$ cat src/include/hazard_params.svh
`ifndef HAZARD_PARAMS_SVH
`define HAZARD_PARAMS_SVH

// Width of a register number where zero means none
`define HAZARD_REG_W 5

// Width of a Tuse or Tnew count
`define HAZARD_T_W 2

// Busy cycles of the multiply/divide unit after an operation starts
`define HAZARD_MULT_CYCLES 5
`define HAZARD_DIV_CYCLES 10

// Only the longer latency sizes the busy counter
`define HAZARD_MDU_MAX \
	((`HAZARD_DIV_CYCLES > `HAZARD_MULT_CYCLES) ? `HAZARD_DIV_CYCLES : `HAZARD_MULT_CYCLES)

`endif

$ cat src/logic/mipsPkg.sv
package mipsPkg;

	//////////////////////////////////////////////////////////////////////
	// Instruction encodings
	//////////////////////////////////////////////////////////////////////

	// Primary opcode field, instr[31:26]
	typedef enum logic [5:0]
	{
		opSpecial = 6'h00,
		opRegimm  = 6'h01,
		opJ       = 6'h02,
		opJal     = 6'h03,
		opBeq     = 6'h04,
		opBne     = 6'h05,
		opBlez    = 6'h06,
		opBgtz    = 6'h07,
		opAddi    = 6'h08,
		opAddiu   = 6'h09,
		opSlti    = 6'h0a,
		opSltiu   = 6'h0b,
		opAndi    = 6'h0c,
		opOri     = 6'h0d,
		opXori    = 6'h0e,
		opLui     = 6'h0f,
		opLb      = 6'h20,
		opLh      = 6'h21,
		opLw      = 6'h23,
		opLbu     = 6'h24,
		opLhu     = 6'h25,
		opSb      = 6'h28,
		opSh      = 6'h29,
		opSw      = 6'h2b
	} opcodeT;

	// SPECIAL function field, instr[5:0]
	typedef enum logic [5:0]
	{
		fnSll = 6'h00, fnSrl = 6'h02, fnSra = 6'h03,
		fnSllv = 6'h04, fnSrlv = 6'h06, fnSrav = 6'h07,
		fnJr = 6'h08, fnJalr = 6'h09,
		fnMfhi = 6'h10, fnMthi = 6'h11, fnMflo = 6'h12, fnMtlo = 6'h13,
		fnMult = 6'h18, fnMultu = 6'h19, fnDiv = 6'h1a, fnDivu = 6'h1b,
		fnAdd = 6'h20, fnAddu = 6'h21, fnSub = 6'h22, fnSubu = 6'h23,
		fnAnd = 6'h24, fnOr = 6'h25, fnXor = 6'h26, fnNor = 6'h27,
		fnSlt = 6'h2a, fnSltu = 6'h2b
	} functT;

	// REGIMM rt field, instr[20:16]
	typedef enum logic [4:0]
	{
		rtBltz = 5'h00,
		rtBgez = 5'h01
	} regimmT;

	//////////////////////////////////////////////////////////////////////
	// Hazard control types
	//////////////////////////////////////////////////////////////////////

	// How an instruction uses the multiply/divide unit
	typedef enum logic [1:0]
	{
		mduNone,
		mduMult,
		mduDiv,
		mduMove
	} mduKindT;

	// Stage that supplies a forwarded operand
	typedef enum logic [1:0]
	{
		fwdNone,
		fwdE,
		fwdM,
		fwdW
	} forwardSelT;

endpackage

$ cat src/logic/atDecoder.sv
`timescale 1ns/10ps
`include "hazard_params.svh"

module atDecoder
(
	input  logic [31:0]               instr,
	output logic [`HAZARD_REG_W-1:0]  a1,
	output logic [`HAZARD_REG_W-1:0]  a2,
	output logic [`HAZARD_REG_W-1:0]  a3,
	output logic [`HAZARD_T_W-1:0]    tuse1,
	output logic [`HAZARD_T_W-1:0]    tuse2,
	output logic [`HAZARD_T_W-1:0]    tnew,
	output mipsPkg::mduKindT          mduKind
);

	localparam logic [`HAZARD_REG_W-1:0] r0 = 'd0;
	localparam logic [`HAZARD_REG_W-1:0] ra = 'd31;
	localparam logic [`HAZARD_T_W-1:0] t0 = 'd0;
	localparam logic [`HAZARD_T_W-1:0] t1 = 'd1;
	localparam logic [`HAZARD_T_W-1:0] t2 = 'd2;
	localparam logic [`HAZARD_T_W-1:0] t3 = 'd3;

	mipsPkg::opcodeT opcode;
	mipsPkg::functT funct;
	mipsPkg::regimmT regimmRt;
	logic [`HAZARD_REG_W-1:0] rs;
	logic [`HAZARD_REG_W-1:0] rt;
	logic [`HAZARD_REG_W-1:0] rd;

	assign opcode = mipsPkg::opcodeT'(instr[31:26]);
	assign funct = mipsPkg::functT'(instr[5:0]);
	assign regimmRt = mipsPkg::regimmT'(instr[20:16]);
	assign rs = instr[25:21];
	assign rt = instr[20:16];
	assign rd = instr[15:11];

	// Fields are {a1, tuse1, a2, tuse2, a3, tnew}
	// Unknown encodings keep the all-zero default
	always_comb
	begin
		{a1, tuse1, a2, tuse2, a3, tnew} = {r0, t0, r0, t0, r0, t0};
		mduKind = mipsPkg::mduNone;
		case (opcode)
			mipsPkg::opSpecial:
			begin
				case (funct)
					mipsPkg::fnAdd, mipsPkg::fnAddu, mipsPkg::fnSub, mipsPkg::fnSubu,
					mipsPkg::fnAnd, mipsPkg::fnOr, mipsPkg::fnXor, mipsPkg::fnNor,
					mipsPkg::fnSllv, mipsPkg::fnSrlv, mipsPkg::fnSrav,
					mipsPkg::fnSlt, mipsPkg::fnSltu:
						{a1, tuse1, a2, tuse2, a3, tnew} = {rs, t1, rt, t1, rd, t2};
					// Constant shifts ignore rs
					mipsPkg::fnSll, mipsPkg::fnSrl, mipsPkg::fnSra:
						{a1, tuse1, a2, tuse2, a3, tnew} = {r0, t0, rt, t1, rd, t2};
					mipsPkg::fnMult, mipsPkg::fnMultu:
					begin
						{a1, tuse1, a2, tuse2, a3, tnew} = {rs, t1, rt, t1, r0, t0};
						mduKind = mipsPkg::mduMult;
					end
					mipsPkg::fnDiv, mipsPkg::fnDivu:
					begin
						{a1, tuse1, a2, tuse2, a3, tnew} = {rs, t1, rt, t1, r0, t0};
						mduKind = mipsPkg::mduDiv;
					end
					mipsPkg::fnMfhi, mipsPkg::fnMflo:
					begin
						{a1, tuse1, a2, tuse2, a3, tnew} = {r0, t0, r0, t0, rd, t2};
						mduKind = mipsPkg::mduMove;
					end
					mipsPkg::fnMthi, mipsPkg::fnMtlo:
					begin
						{a1, tuse1, a2, tuse2, a3, tnew} = {rs, t1, r0, t0, r0, t0};
						mduKind = mipsPkg::mduMove;
					end
					// Jump target is needed in D
					mipsPkg::fnJr:
						{a1, tuse1, a2, tuse2, a3, tnew} = {rs, t0, r0, t0, r0, t0};
					mipsPkg::fnJalr:
						{a1, tuse1, a2, tuse2, a3, tnew} = {rs, t0, r0, t0, rd, t1};
				endcase
			end
			mipsPkg::opAddi, mipsPkg::opAddiu, mipsPkg::opSlti, mipsPkg::opSltiu,
			mipsPkg::opAndi, mipsPkg::opOri, mipsPkg::opXori:
				{a1, tuse1, a2, tuse2, a3, tnew} = {rs, t1, r0, t0, rt, t2};
			mipsPkg::opLui:
				{a1, tuse1, a2, tuse2, a3, tnew} = {r0, t0, r0, t0, rt, t2};
			// Loaded data exists after M
			mipsPkg::opLb, mipsPkg::opLh, mipsPkg::opLw, mipsPkg::opLbu, mipsPkg::opLhu:
				{a1, tuse1, a2, tuse2, a3, tnew} = {rs, t1, r0, t0, rt, t3};
			// Store data is not needed until M
			mipsPkg::opSb, mipsPkg::opSh, mipsPkg::opSw:
				{a1, tuse1, a2, tuse2, a3, tnew} = {rs, t1, rt, t2, r0, t0};
			mipsPkg::opBeq, mipsPkg::opBne:
				{a1, tuse1, a2, tuse2, a3, tnew} = {rs, t0, rt, t0, r0, t0};
			mipsPkg::opBlez, mipsPkg::opBgtz:
				{a1, tuse1, a2, tuse2, a3, tnew} = {rs, t0, r0, t0, r0, t0};
			mipsPkg::opRegimm:
			begin
				if (regimmRt == mipsPkg::rtBltz || regimmRt == mipsPkg::rtBgez)
					{a1, tuse1, a2, tuse2, a3, tnew} = {rs, t0, r0, t0, r0, t0};
			end
			// Plain J touches no register
			mipsPkg::opJ:
				{a1, tuse1, a2, tuse2, a3, tnew} = {r0, t0, r0, t0, r0, t0};
			mipsPkg::opJal:
				{a1, tuse1, a2, tuse2, a3, tnew} = {r0, t0, r0, t0, ra, t1};
		endcase
	end

endmodule

$ cat src/logic/forwardSelect.sv
`timescale 1ns/10ps
`include "hazard_params.svh"

module forwardSelect
(
	input  logic [`HAZARD_REG_W-1:0]  a1D,
	input  logic [`HAZARD_REG_W-1:0]  a2D,
	input  logic [`HAZARD_REG_W-1:0]  a1E,
	input  logic [`HAZARD_REG_W-1:0]  a2E,
	input  logic [`HAZARD_REG_W-1:0]  a2M,
	input  logic [`HAZARD_REG_W-1:0]  a3E,
	input  logic [`HAZARD_T_W-1:0]    tnewE,
	input  logic [`HAZARD_REG_W-1:0]  a3M,
	input  logic [`HAZARD_T_W-1:0]    tnewM,
	input  logic [`HAZARD_REG_W-1:0]  a3W,
	input  logic [`HAZARD_T_W-1:0]    tnewW,
	output mipsPkg::forwardSelT       fwdRsD,
	output mipsPkg::forwardSelT       fwdRtD,
	output mipsPkg::forwardSelT       fwdRsE,
	output mipsPkg::forwardSelT       fwdRtE,
	output mipsPkg::forwardSelT       fwdRtM
);

	// Nearest finished producer wins, W is always a candidate
	function automatic mipsPkg::forwardSelT nearest
	(
		input logic [`HAZARD_REG_W-1:0] src,
		input logic                     fromE,
		input logic                     fromM
	);
		if (src == '0)
			return mipsPkg::fwdNone;
		if (fromE && src == a3E && tnewE == '0)
			return mipsPkg::fwdE;
		if (fromM && src == a3M && tnewM == '0)
			return mipsPkg::fwdM;
		if (src == a3W && tnewW == '0)
			return mipsPkg::fwdW;
		return mipsPkg::fwdNone;
	endfunction

	always_comb
	begin
		// Read in D
		fwdRsD = nearest(a1D, 1'b1, 1'b1);
		fwdRtD = nearest(a2D, 1'b1, 1'b1);
		// Read in E
		fwdRsE = nearest(a1E, 1'b0, 1'b1);
		fwdRtE = nearest(a2E, 1'b0, 1'b1);
		// store data in M
		fwdRtM = nearest(a2M, 1'b0, 1'b0);
	end

endmodule

$ cat src/logic/hazardUnit.sv
`timescale 1ns/10ps
`include "hazard_params.svh"

module hazardUnit
(
	input  logic                 clk,
	input  logic                 rstN,
	input  logic [31:0]          instrD,
	output logic                 stall,
	output logic                 mduBusy,
	output mipsPkg::forwardSelT  fwdRsD,
	output mipsPkg::forwardSelT  fwdRtD,
	output mipsPkg::forwardSelT  fwdRsE,
	output mipsPkg::forwardSelT  fwdRtE,
	output mipsPkg::forwardSelT  fwdRtM
);

	// Decode stage facts
	logic [`HAZARD_REG_W-1:0] a1D, a2D, a3D;
	logic [`HAZARD_T_W-1:0] tuse1D, tuse2D, tnewD;
	mipsPkg::mduKindT mduKindD;

	// Tracked stage facts
	logic [`HAZARD_REG_W-1:0] a1E, a2E, a3E, a2M, a3M, a3W;
	logic [`HAZARD_T_W-1:0] tnewE, tnewM, tnewW;
	mipsPkg::mduKindT mduKindE;

	atDecoder iDecoder (.instr(instrD), .a1(a1D), .a2(a2D), .a3(a3D),
		.tuse1(tuse1D), .tuse2(tuse2D), .tnew(tnewD), .mduKind(mduKindD));

	stageTracker iTracker (.clk(clk), .rstN(rstN), .stall(stall),
		.a1D(a1D), .a2D(a2D), .a3D(a3D), .tnewD(tnewD), .mduKindD(mduKindD),
		.a1E(a1E), .a2E(a2E), .a3E(a3E), .tnewE(tnewE), .mduKindE(mduKindE),
		.a2M(a2M), .a3M(a3M), .tnewM(tnewM), .a3W(a3W), .tnewW(tnewW));

	stallControl iStall (.a1D(a1D), .tuse1D(tuse1D), .a2D(a2D), .tuse2D(tuse2D),
		.mduKindD(mduKindD), .a3E(a3E), .tnewE(tnewE), .a3M(a3M), .tnewM(tnewM),
		.mduKindE(mduKindE), .mduBusy(mduBusy), .stall(stall));

	forwardSelect iForward (.a1D(a1D), .a2D(a2D), .a1E(a1E), .a2E(a2E), .a2M(a2M),
		.a3E(a3E), .tnewE(tnewE), .a3M(a3M), .tnewM(tnewM), .a3W(a3W), .tnewW(tnewW),
		.fwdRsD(fwdRsD), .fwdRtD(fwdRtD), .fwdRsE(fwdRsE), .fwdRtE(fwdRtE),
		.fwdRtM(fwdRtM));

	mduBusyTimer iTimer (.clk(clk), .rstN(rstN), .mduKindE(mduKindE), .mduBusy(mduBusy));

endmodule

$ cat src/logic/mduBusyTimer.sv
`timescale 1ns/10ps
`include "hazard_params.svh"

module mduBusyTimer
(
	input  logic              clk,
	input  logic              rstN,
	input  mipsPkg::mduKindT  mduKindE,
	output logic              mduBusy
);

	localparam int cntW = $clog2(`HAZARD_MDU_MAX + 1);
	localparam logic [cntW-1:0] multLoad = cntW'(`HAZARD_MULT_CYCLES);
	localparam logic [cntW-1:0] divLoad = cntW'(`HAZARD_DIV_CYCLES);

	logic [cntW-1:0] count;

	// Loads on the edge after the operation sits in E
	always_ff @(posedge clk or negedge rstN)
	begin
		if (!rstN)
			count <= '0;
		else if (mduKindE == mipsPkg::mduMult)
			count <= multLoad;
		else if (mduKindE == mipsPkg::mduDiv)
			count <= divLoad;
		else if (count != '0)
			count <= count - 1'b1;
	end

	// One busy cycle per remaining count
	assign mduBusy = (count != '0);

endmodule

$ cat src/logic/stageTracker.sv
`timescale 1ns/10ps
`include "hazard_params.svh"

module stageTracker
(
	input  logic                      clk,
	input  logic                      rstN,
	input  logic                      stall,
	input  logic [`HAZARD_REG_W-1:0]  a1D,
	input  logic [`HAZARD_REG_W-1:0]  a2D,
	input  logic [`HAZARD_REG_W-1:0]  a3D,
	input  logic [`HAZARD_T_W-1:0]    tnewD,
	input  mipsPkg::mduKindT          mduKindD,
	output logic [`HAZARD_REG_W-1:0]  a1E,
	output logic [`HAZARD_REG_W-1:0]  a2E,
	output logic [`HAZARD_REG_W-1:0]  a3E,
	output logic [`HAZARD_T_W-1:0]    tnewE,
	output mipsPkg::mduKindT          mduKindE,
	output logic [`HAZARD_REG_W-1:0]  a2M,
	output logic [`HAZARD_REG_W-1:0]  a3M,
	output logic [`HAZARD_T_W-1:0]    tnewM,
	output logic [`HAZARD_REG_W-1:0]  a3W,
	output logic [`HAZARD_T_W-1:0]    tnewW
);

	// Remaining cycles shrink by one per stage and stop at zero
	function automatic logic [`HAZARD_T_W-1:0] countDown(input logic [`HAZARD_T_W-1:0] t);
		return (t == '0) ? '0 : t - 1'b1;
	endfunction

	// D to E loads a bubble while D is held
	always_ff @(posedge clk or negedge rstN)
	begin
		if (!rstN)
		begin
			a1E <= '0;
			a2E <= '0;
			a3E <= '0;
			tnewE <= '0;
			mduKindE <= mipsPkg::mduNone;
		end
		else if (stall)
		begin
			a1E <= '0;
			a2E <= '0;
			a3E <= '0;
			tnewE <= '0;
			mduKindE <= mipsPkg::mduNone;
		end
		else
		begin
			a1E <= a1D;
			a2E <= a2D;
			a3E <= a3D;
			tnewE <= countDown(tnewD);
			mduKindE <= mduKindD;
		end
	end

	// E to M and M to W drain every cycle
	always_ff @(posedge clk or negedge rstN)
	begin
		if (!rstN)
		begin
			a2M <= '0;
			a3M <= '0;
			tnewM <= '0;
			a3W <= '0;
			tnewW <= '0;
		end
		else
		begin
			a2M <= a2E;
			a3M <= a3E;
			tnewM <= countDown(tnewE);
			a3W <= a3M;
			tnewW <= countDown(tnewM);
		end
	end

endmodule

$ cat src/logic/stallControl.sv
`timescale 1ns/10ps
`include "hazard_params.svh"

module stallControl
(
	input  logic [`HAZARD_REG_W-1:0]  a1D,
	input  logic [`HAZARD_T_W-1:0]    tuse1D,
	input  logic [`HAZARD_REG_W-1:0]  a2D,
	input  logic [`HAZARD_T_W-1:0]    tuse2D,
	input  mipsPkg::mduKindT          mduKindD,
	input  logic [`HAZARD_REG_W-1:0]  a3E,
	input  logic [`HAZARD_T_W-1:0]    tnewE,
	input  logic [`HAZARD_REG_W-1:0]  a3M,
	input  logic [`HAZARD_T_W-1:0]    tnewM,
	input  mipsPkg::mduKindT          mduKindE,
	input  logic                      mduBusy,
	output logic                      stall
);

	logic regStall;
	logic mduStall;

	// Source still waits on a result in one later stage
	function automatic logic notReady
	(
		input logic [`HAZARD_REG_W-1:0] src,
		input logic [`HAZARD_T_W-1:0]   tuse,
		input logic [`HAZARD_REG_W-1:0] dst,
		input logic [`HAZARD_T_W-1:0]   tnewLeft
	);
		return (src != '0) && (src == dst) && (tnewLeft > tuse);
	endfunction

	//////////////////////////////////////////////////////////////////////
	// Tuse against remaining Tnew
	//////////////////////////////////////////////////////////////////////

	assign regStall = notReady(a1D, tuse1D, a3E, tnewE)
		| notReady(a1D, tuse1D, a3M, tnewM)
		| notReady(a2D, tuse2D, a3E, tnewE)
		| notReady(a2D, tuse2D, a3M, tnewM);

	//////////////////////////////////////////////////////////////////////
	// Multiply/divide exclusion
	//////////////////////////////////////////////////////////////////////

	// An operation in E has not yet loaded the busy counter
	assign mduStall = (mduKindD != mipsPkg::mduNone)
		&& (mduBusy || mduKindE == mipsPkg::mduMult || mduKindE == mipsPkg::mduDiv);

	assign stall = regStall | mduStall;

endmodule

$ cat config.mk
export PLATFORM = sky130hd
export DESIGN_NAME = hazardUnit
export DESIGN_NICKNAME = d
export VERILOG_FILES = /design/src/logic/mipsPkg.sv /design/src/logic/atDecoder.sv /design/src/logic/forwardSelect.sv /design/src/logic/hazardUnit.sv /design/src/logic/mduBusyTimer.sv /design/src/logic/stageTracker.sv /design/src/logic/stallControl.sv
export VERILOG_INCLUDE_DIRS = /design/src /design/src/include
export SDC_FILE = /design/constraint.sdc
export NUM_CORES = 1
export LEC_CHECK = 0
export BUFFER_PORTS_ARGS = -buffer_cell sky130_fd_sc_hd__buf_2
export CELL_PAD_IN_SITES_DETAIL_PLACEMENT = 1
export CELL_PAD_IN_SITES_GLOBAL_PLACEMENT = 2
export CORE_ASPECT_RATIO = 1.4
export CORE_MARGIN = 2
export CORE_UTILIZATION = 32
export DETAILED_ROUTE_END_ITERATION = 12
export PLACE_DENSITY = 0.82
export SYNTH_ARGS = -nofsm -noshare
export SYNTH_HDL_FRONTEND = slang
export SYNTH_HIERARCHICAL = 1
export SYNTH_SLANG_ARGS = --single-unit
$ cat constraint.sdc
create_clock -name clk -period 3.5 [get_ports clk]
set_input_delay 0.35 -clock clk [delete_from_list [all_inputs] [get_ports clk]]
set_output_delay 0.35 -clock clk [all_outputs]
set_load 0.05 [all_outputs]
==> results.json <==
{
  "final_cell_mix": "dfrtp_1, buf_4, xor2_1, xnor2_1, buf_2",
  "h-tree-depth": 2,
  "grt_max_degree": 43,
  "rsz0062_at_grt": "yes",
  "grt-ovfl-total": 0,
  "avgSynthCellArea_um2": 9.124,
  "cp.required_ns": 3.15,
  "period_share_pct": 98.31,
  "place_hpwl_mm": 6.856,
  "sw_frac_of_total_pct": 35.14,
  "cap_viol_max_count": 0,
  "setup_viol": 0,
  "viasPerCell": 5.088,
  "p_per_area_nw_per_um2": 403.4,
  "pin_count": 46,
  "clock_path_buffers": 2,
  "cts.sinks": 42,
  "max_freq_ghz": 0.2906,
  "crit_arrival_ns": 3.09,
  "vias": 2880,
  "rows": 43,
  "ys_types": 64,
  "critPathLaunchType": "primary input",
  "fin_util_pct": 42.46,
  "initial_core_util_pct": 33.10,
  "ff_latch_area_um2": 1051,
  "yosysSeqAreaShare_pct": 31.73,
  "period_needed_ns": 3.441,
  "skew_ns": 0.006301,
  "hold_slack_ns": 0.2107,
  "critPathMaxFanout": 7,
  "dp.cells": 548,
  "nFillCells": 1215,
  "core_um2": 10010,
  "power.leakage_uw": 0.002036,
  "report.final.slew_viol_count": 0,
  "route.detailed.drc": 0,
  "p_comb_share_pct": 38.8,
  "synth_edf_count": 0,
  "finalNonFillerCells": 566,
  "ys_seq_elements": 42,
  "setup_slack_ns": 0.05923,
  "hold_viol": 0,
  "routedWlPerCell_um": 15.97,
  "io_buffers": 40,
  "drt_pass1_iterations": 4,
  "cts_tree": "done",
  "p_switching_uw": 602.4,
  "timing.critical_path.to_type": "primary output",
  "place_ws_ns": -0.1856,
  "final_common_cell": "dfrtp_1",
  "async_flop_share_pct": 100.0,
  "grt_pass1_wl_mm": 14.64,
  "syn_inst": 363,
  "synth_largest_area_cell": "dfrtp_1",
  "nets": 474,
  "run_status": "finished, final reports clean",
  "root_buffer": "clkbuf_16",
  "fp.dieW_um": 89.98,
  "reg2reg_setup_slack_ns": 1.39,
  "syn_area_um2": 3312,
  "die-area_um2": 11190,
  "grt.total_usage_pct": 15.98,
  "p_int_uw": 1112,
  "gp_congestion": 0.8220,
  "synth.net_count": 407,
  "irDropWorstVdd_uv": 222.3,
  "setup.worst_path.class": "in2out",
  "clk_latency_ns": 0.28,
  "diodes": 0,
  "multi_input_area_um2": 2246,
  "grt_pass1_vias": 3071,
  "wirelength_mm": 9.041,
  "drive_gt1_share_pct": 29.23,
  "p_seq_share_pct": 34.6,
  "ant_nets": 0,
  "syn_to_final_growth_pct": 28.30,
  "min_path_type": "in2async",
  "fp.dieH_um": 124.4,
  "yosys_most_used_dff": "dfrtp_1",
  "ys_warn_count": 6,
  "slew_headroom_pct": 38.86,
  "drtIter0Drc": 58,
  "synthTopCellsByArea": "dfrtp_1, xor2_1, xnor2_1",
  "clockPowerShare_pct": 26.6,
  "antenna_found_initial": 0,
  "cts_buffers": 5,
  "yosysTopAreaCellShare_pct": 31.73,
  "tightest_slew_ns": 0.9171,
  "clk_pin_slew_ns": 0.06
}
-- final timing paths --
kind                                                  start                              to  depth (start not counted)
max in group asynchronous                              rstN       iTracker/a2M[2]$_DFF_PN0_                          1
min in group clk                                 instrD[15]       iTracker/a3E[4]$_DFF_PN0_                          3
worst max register to register  iTimer/count[0]$_DFFE_PN0P_  iTracker/mduKindE[1]$_DFF_PN0_                          9
worst min-delay path                                   rstN     iTimer/count[0]$_DFFE_PN0P_                          1
worst min register to register    iTracker/a2E[1]$_DFF_PN0_       iTracker/a2M[1]$_DFF_PN0_                          0
worst max-delay path                             instrD[29]                           stall                         14
-- flip-flops by register name, summed over array words and instances, names as in the netlist --
name	flops
iTracker/tnewW	2
iTracker/a1E	5
iTracker/tnewE	2
iTracker/a3W	5
iTracker/a2E	5
iTracker/a3M	5
iTimer/count	4
iTracker/tnewM	2
iTracker/a2M	5
iTracker/mduKindE	2
iTracker/a3E	5
-- what timing repair did --
action	in CTS	in global routing
resized for setup	14	26
buffers inserted	1	9
setup endpoints to repair	5	5
gates cloned	0	0
hold buffers	0	0
pin swaps	4	17
-- logic make-up (layout without fill, tap and decap cells) --
logic type                 Yosys count  after routing  synth area share, %
and+or+nand+nor                    133            133                24.22
xor gates and xnor gates            72             72                19.04
AOI/OAI and AO/OA                   64             64                14.17
DFF                                 42             42                31.73
buffers and inverters               38            106                5.968
adders and majority gates           11             11                4.118
muxes                                2              2               0.6422
other                                1              1               0.1132
-- through the flow --
stage	setup TNS (ns)	area [um^2]	power, uW
CTS	-0.04581	4054	1697
global placement	-1.135	3821	1188
detailed placement	-2.093	3821	1218
global route	-0.08871	4249	1809
finish	0	4249	1714
floorplan	0	3361	1059
-- cell type report --
class | instances | share of cell area (%)
multi-input cells | 283 | 52.86
well taps | 135 | 3.975
inverters | 19 | 1.678
repair buffers | 79 | 13.19
clock buffers | 6 | 3.269
clock inverters | 2 | 0.2945
flip-flops and latches | 42 | 24.74
-- critical path: stages --
cell	delay, ns
buf_6	0.09
or4_4	0.53
or3_4	0.36
a2111oi_4	0.19
buf_4	0.18
nor3_4	0.04
buf_12	0.16
nor2b_4	0.23
xnor2_1	0.15
o21ai_1	0.11
a2111oi_2	0.28
o22ai_1	0.16
nand3_2	0.10
buf_8	0.15
-- power by group through the flow --
| stage | Combinational (uW) | Sequential [uW] | Clock [uW] |
|---|---|---|---|
| 2_1_floorplan | 482 | 577 | 0 |
| 3_3_place_gp | 588 | 600 | 0 |
| 3_5_place_dp | 615 | 602 | 0 |
| 4_1_cts | 639 | 594 | 465 |
| 5_1_grt | 727 | 599 | 482 |
| 6_report | 665 | 593 | 456 |
-- synthesized netlist by cell type, drive strengths merged, types with 3 or more instances --
cell type and instances:
nor3b 3, and3 3, or4 6, dfrtp 42
buf 11, xor2 37, nand2 14, nand3 6
nand4 6, a211oi 4, o21ai 9, nor2b 28
ha 10, a21oi 16, nand2b 5, a21boi 3
nor2 19, clkbuf 8, a221o 5, o22ai 5
and2 4, o22a 3, nor3 9, or2 3
inv 19, xnor2 35, and2b 7, nor4 13
-- routing by layer --
layer	track usage, %	up-vias	share of wire, %
met5	0	-	0
met4	4.434	0	1.4
met3	2.359	10	3.4
met2	31.51	54	56
met1	17.45	1417	39
li1	-	1399	-
Note: power is estimated with default switching activity, not from simulation.
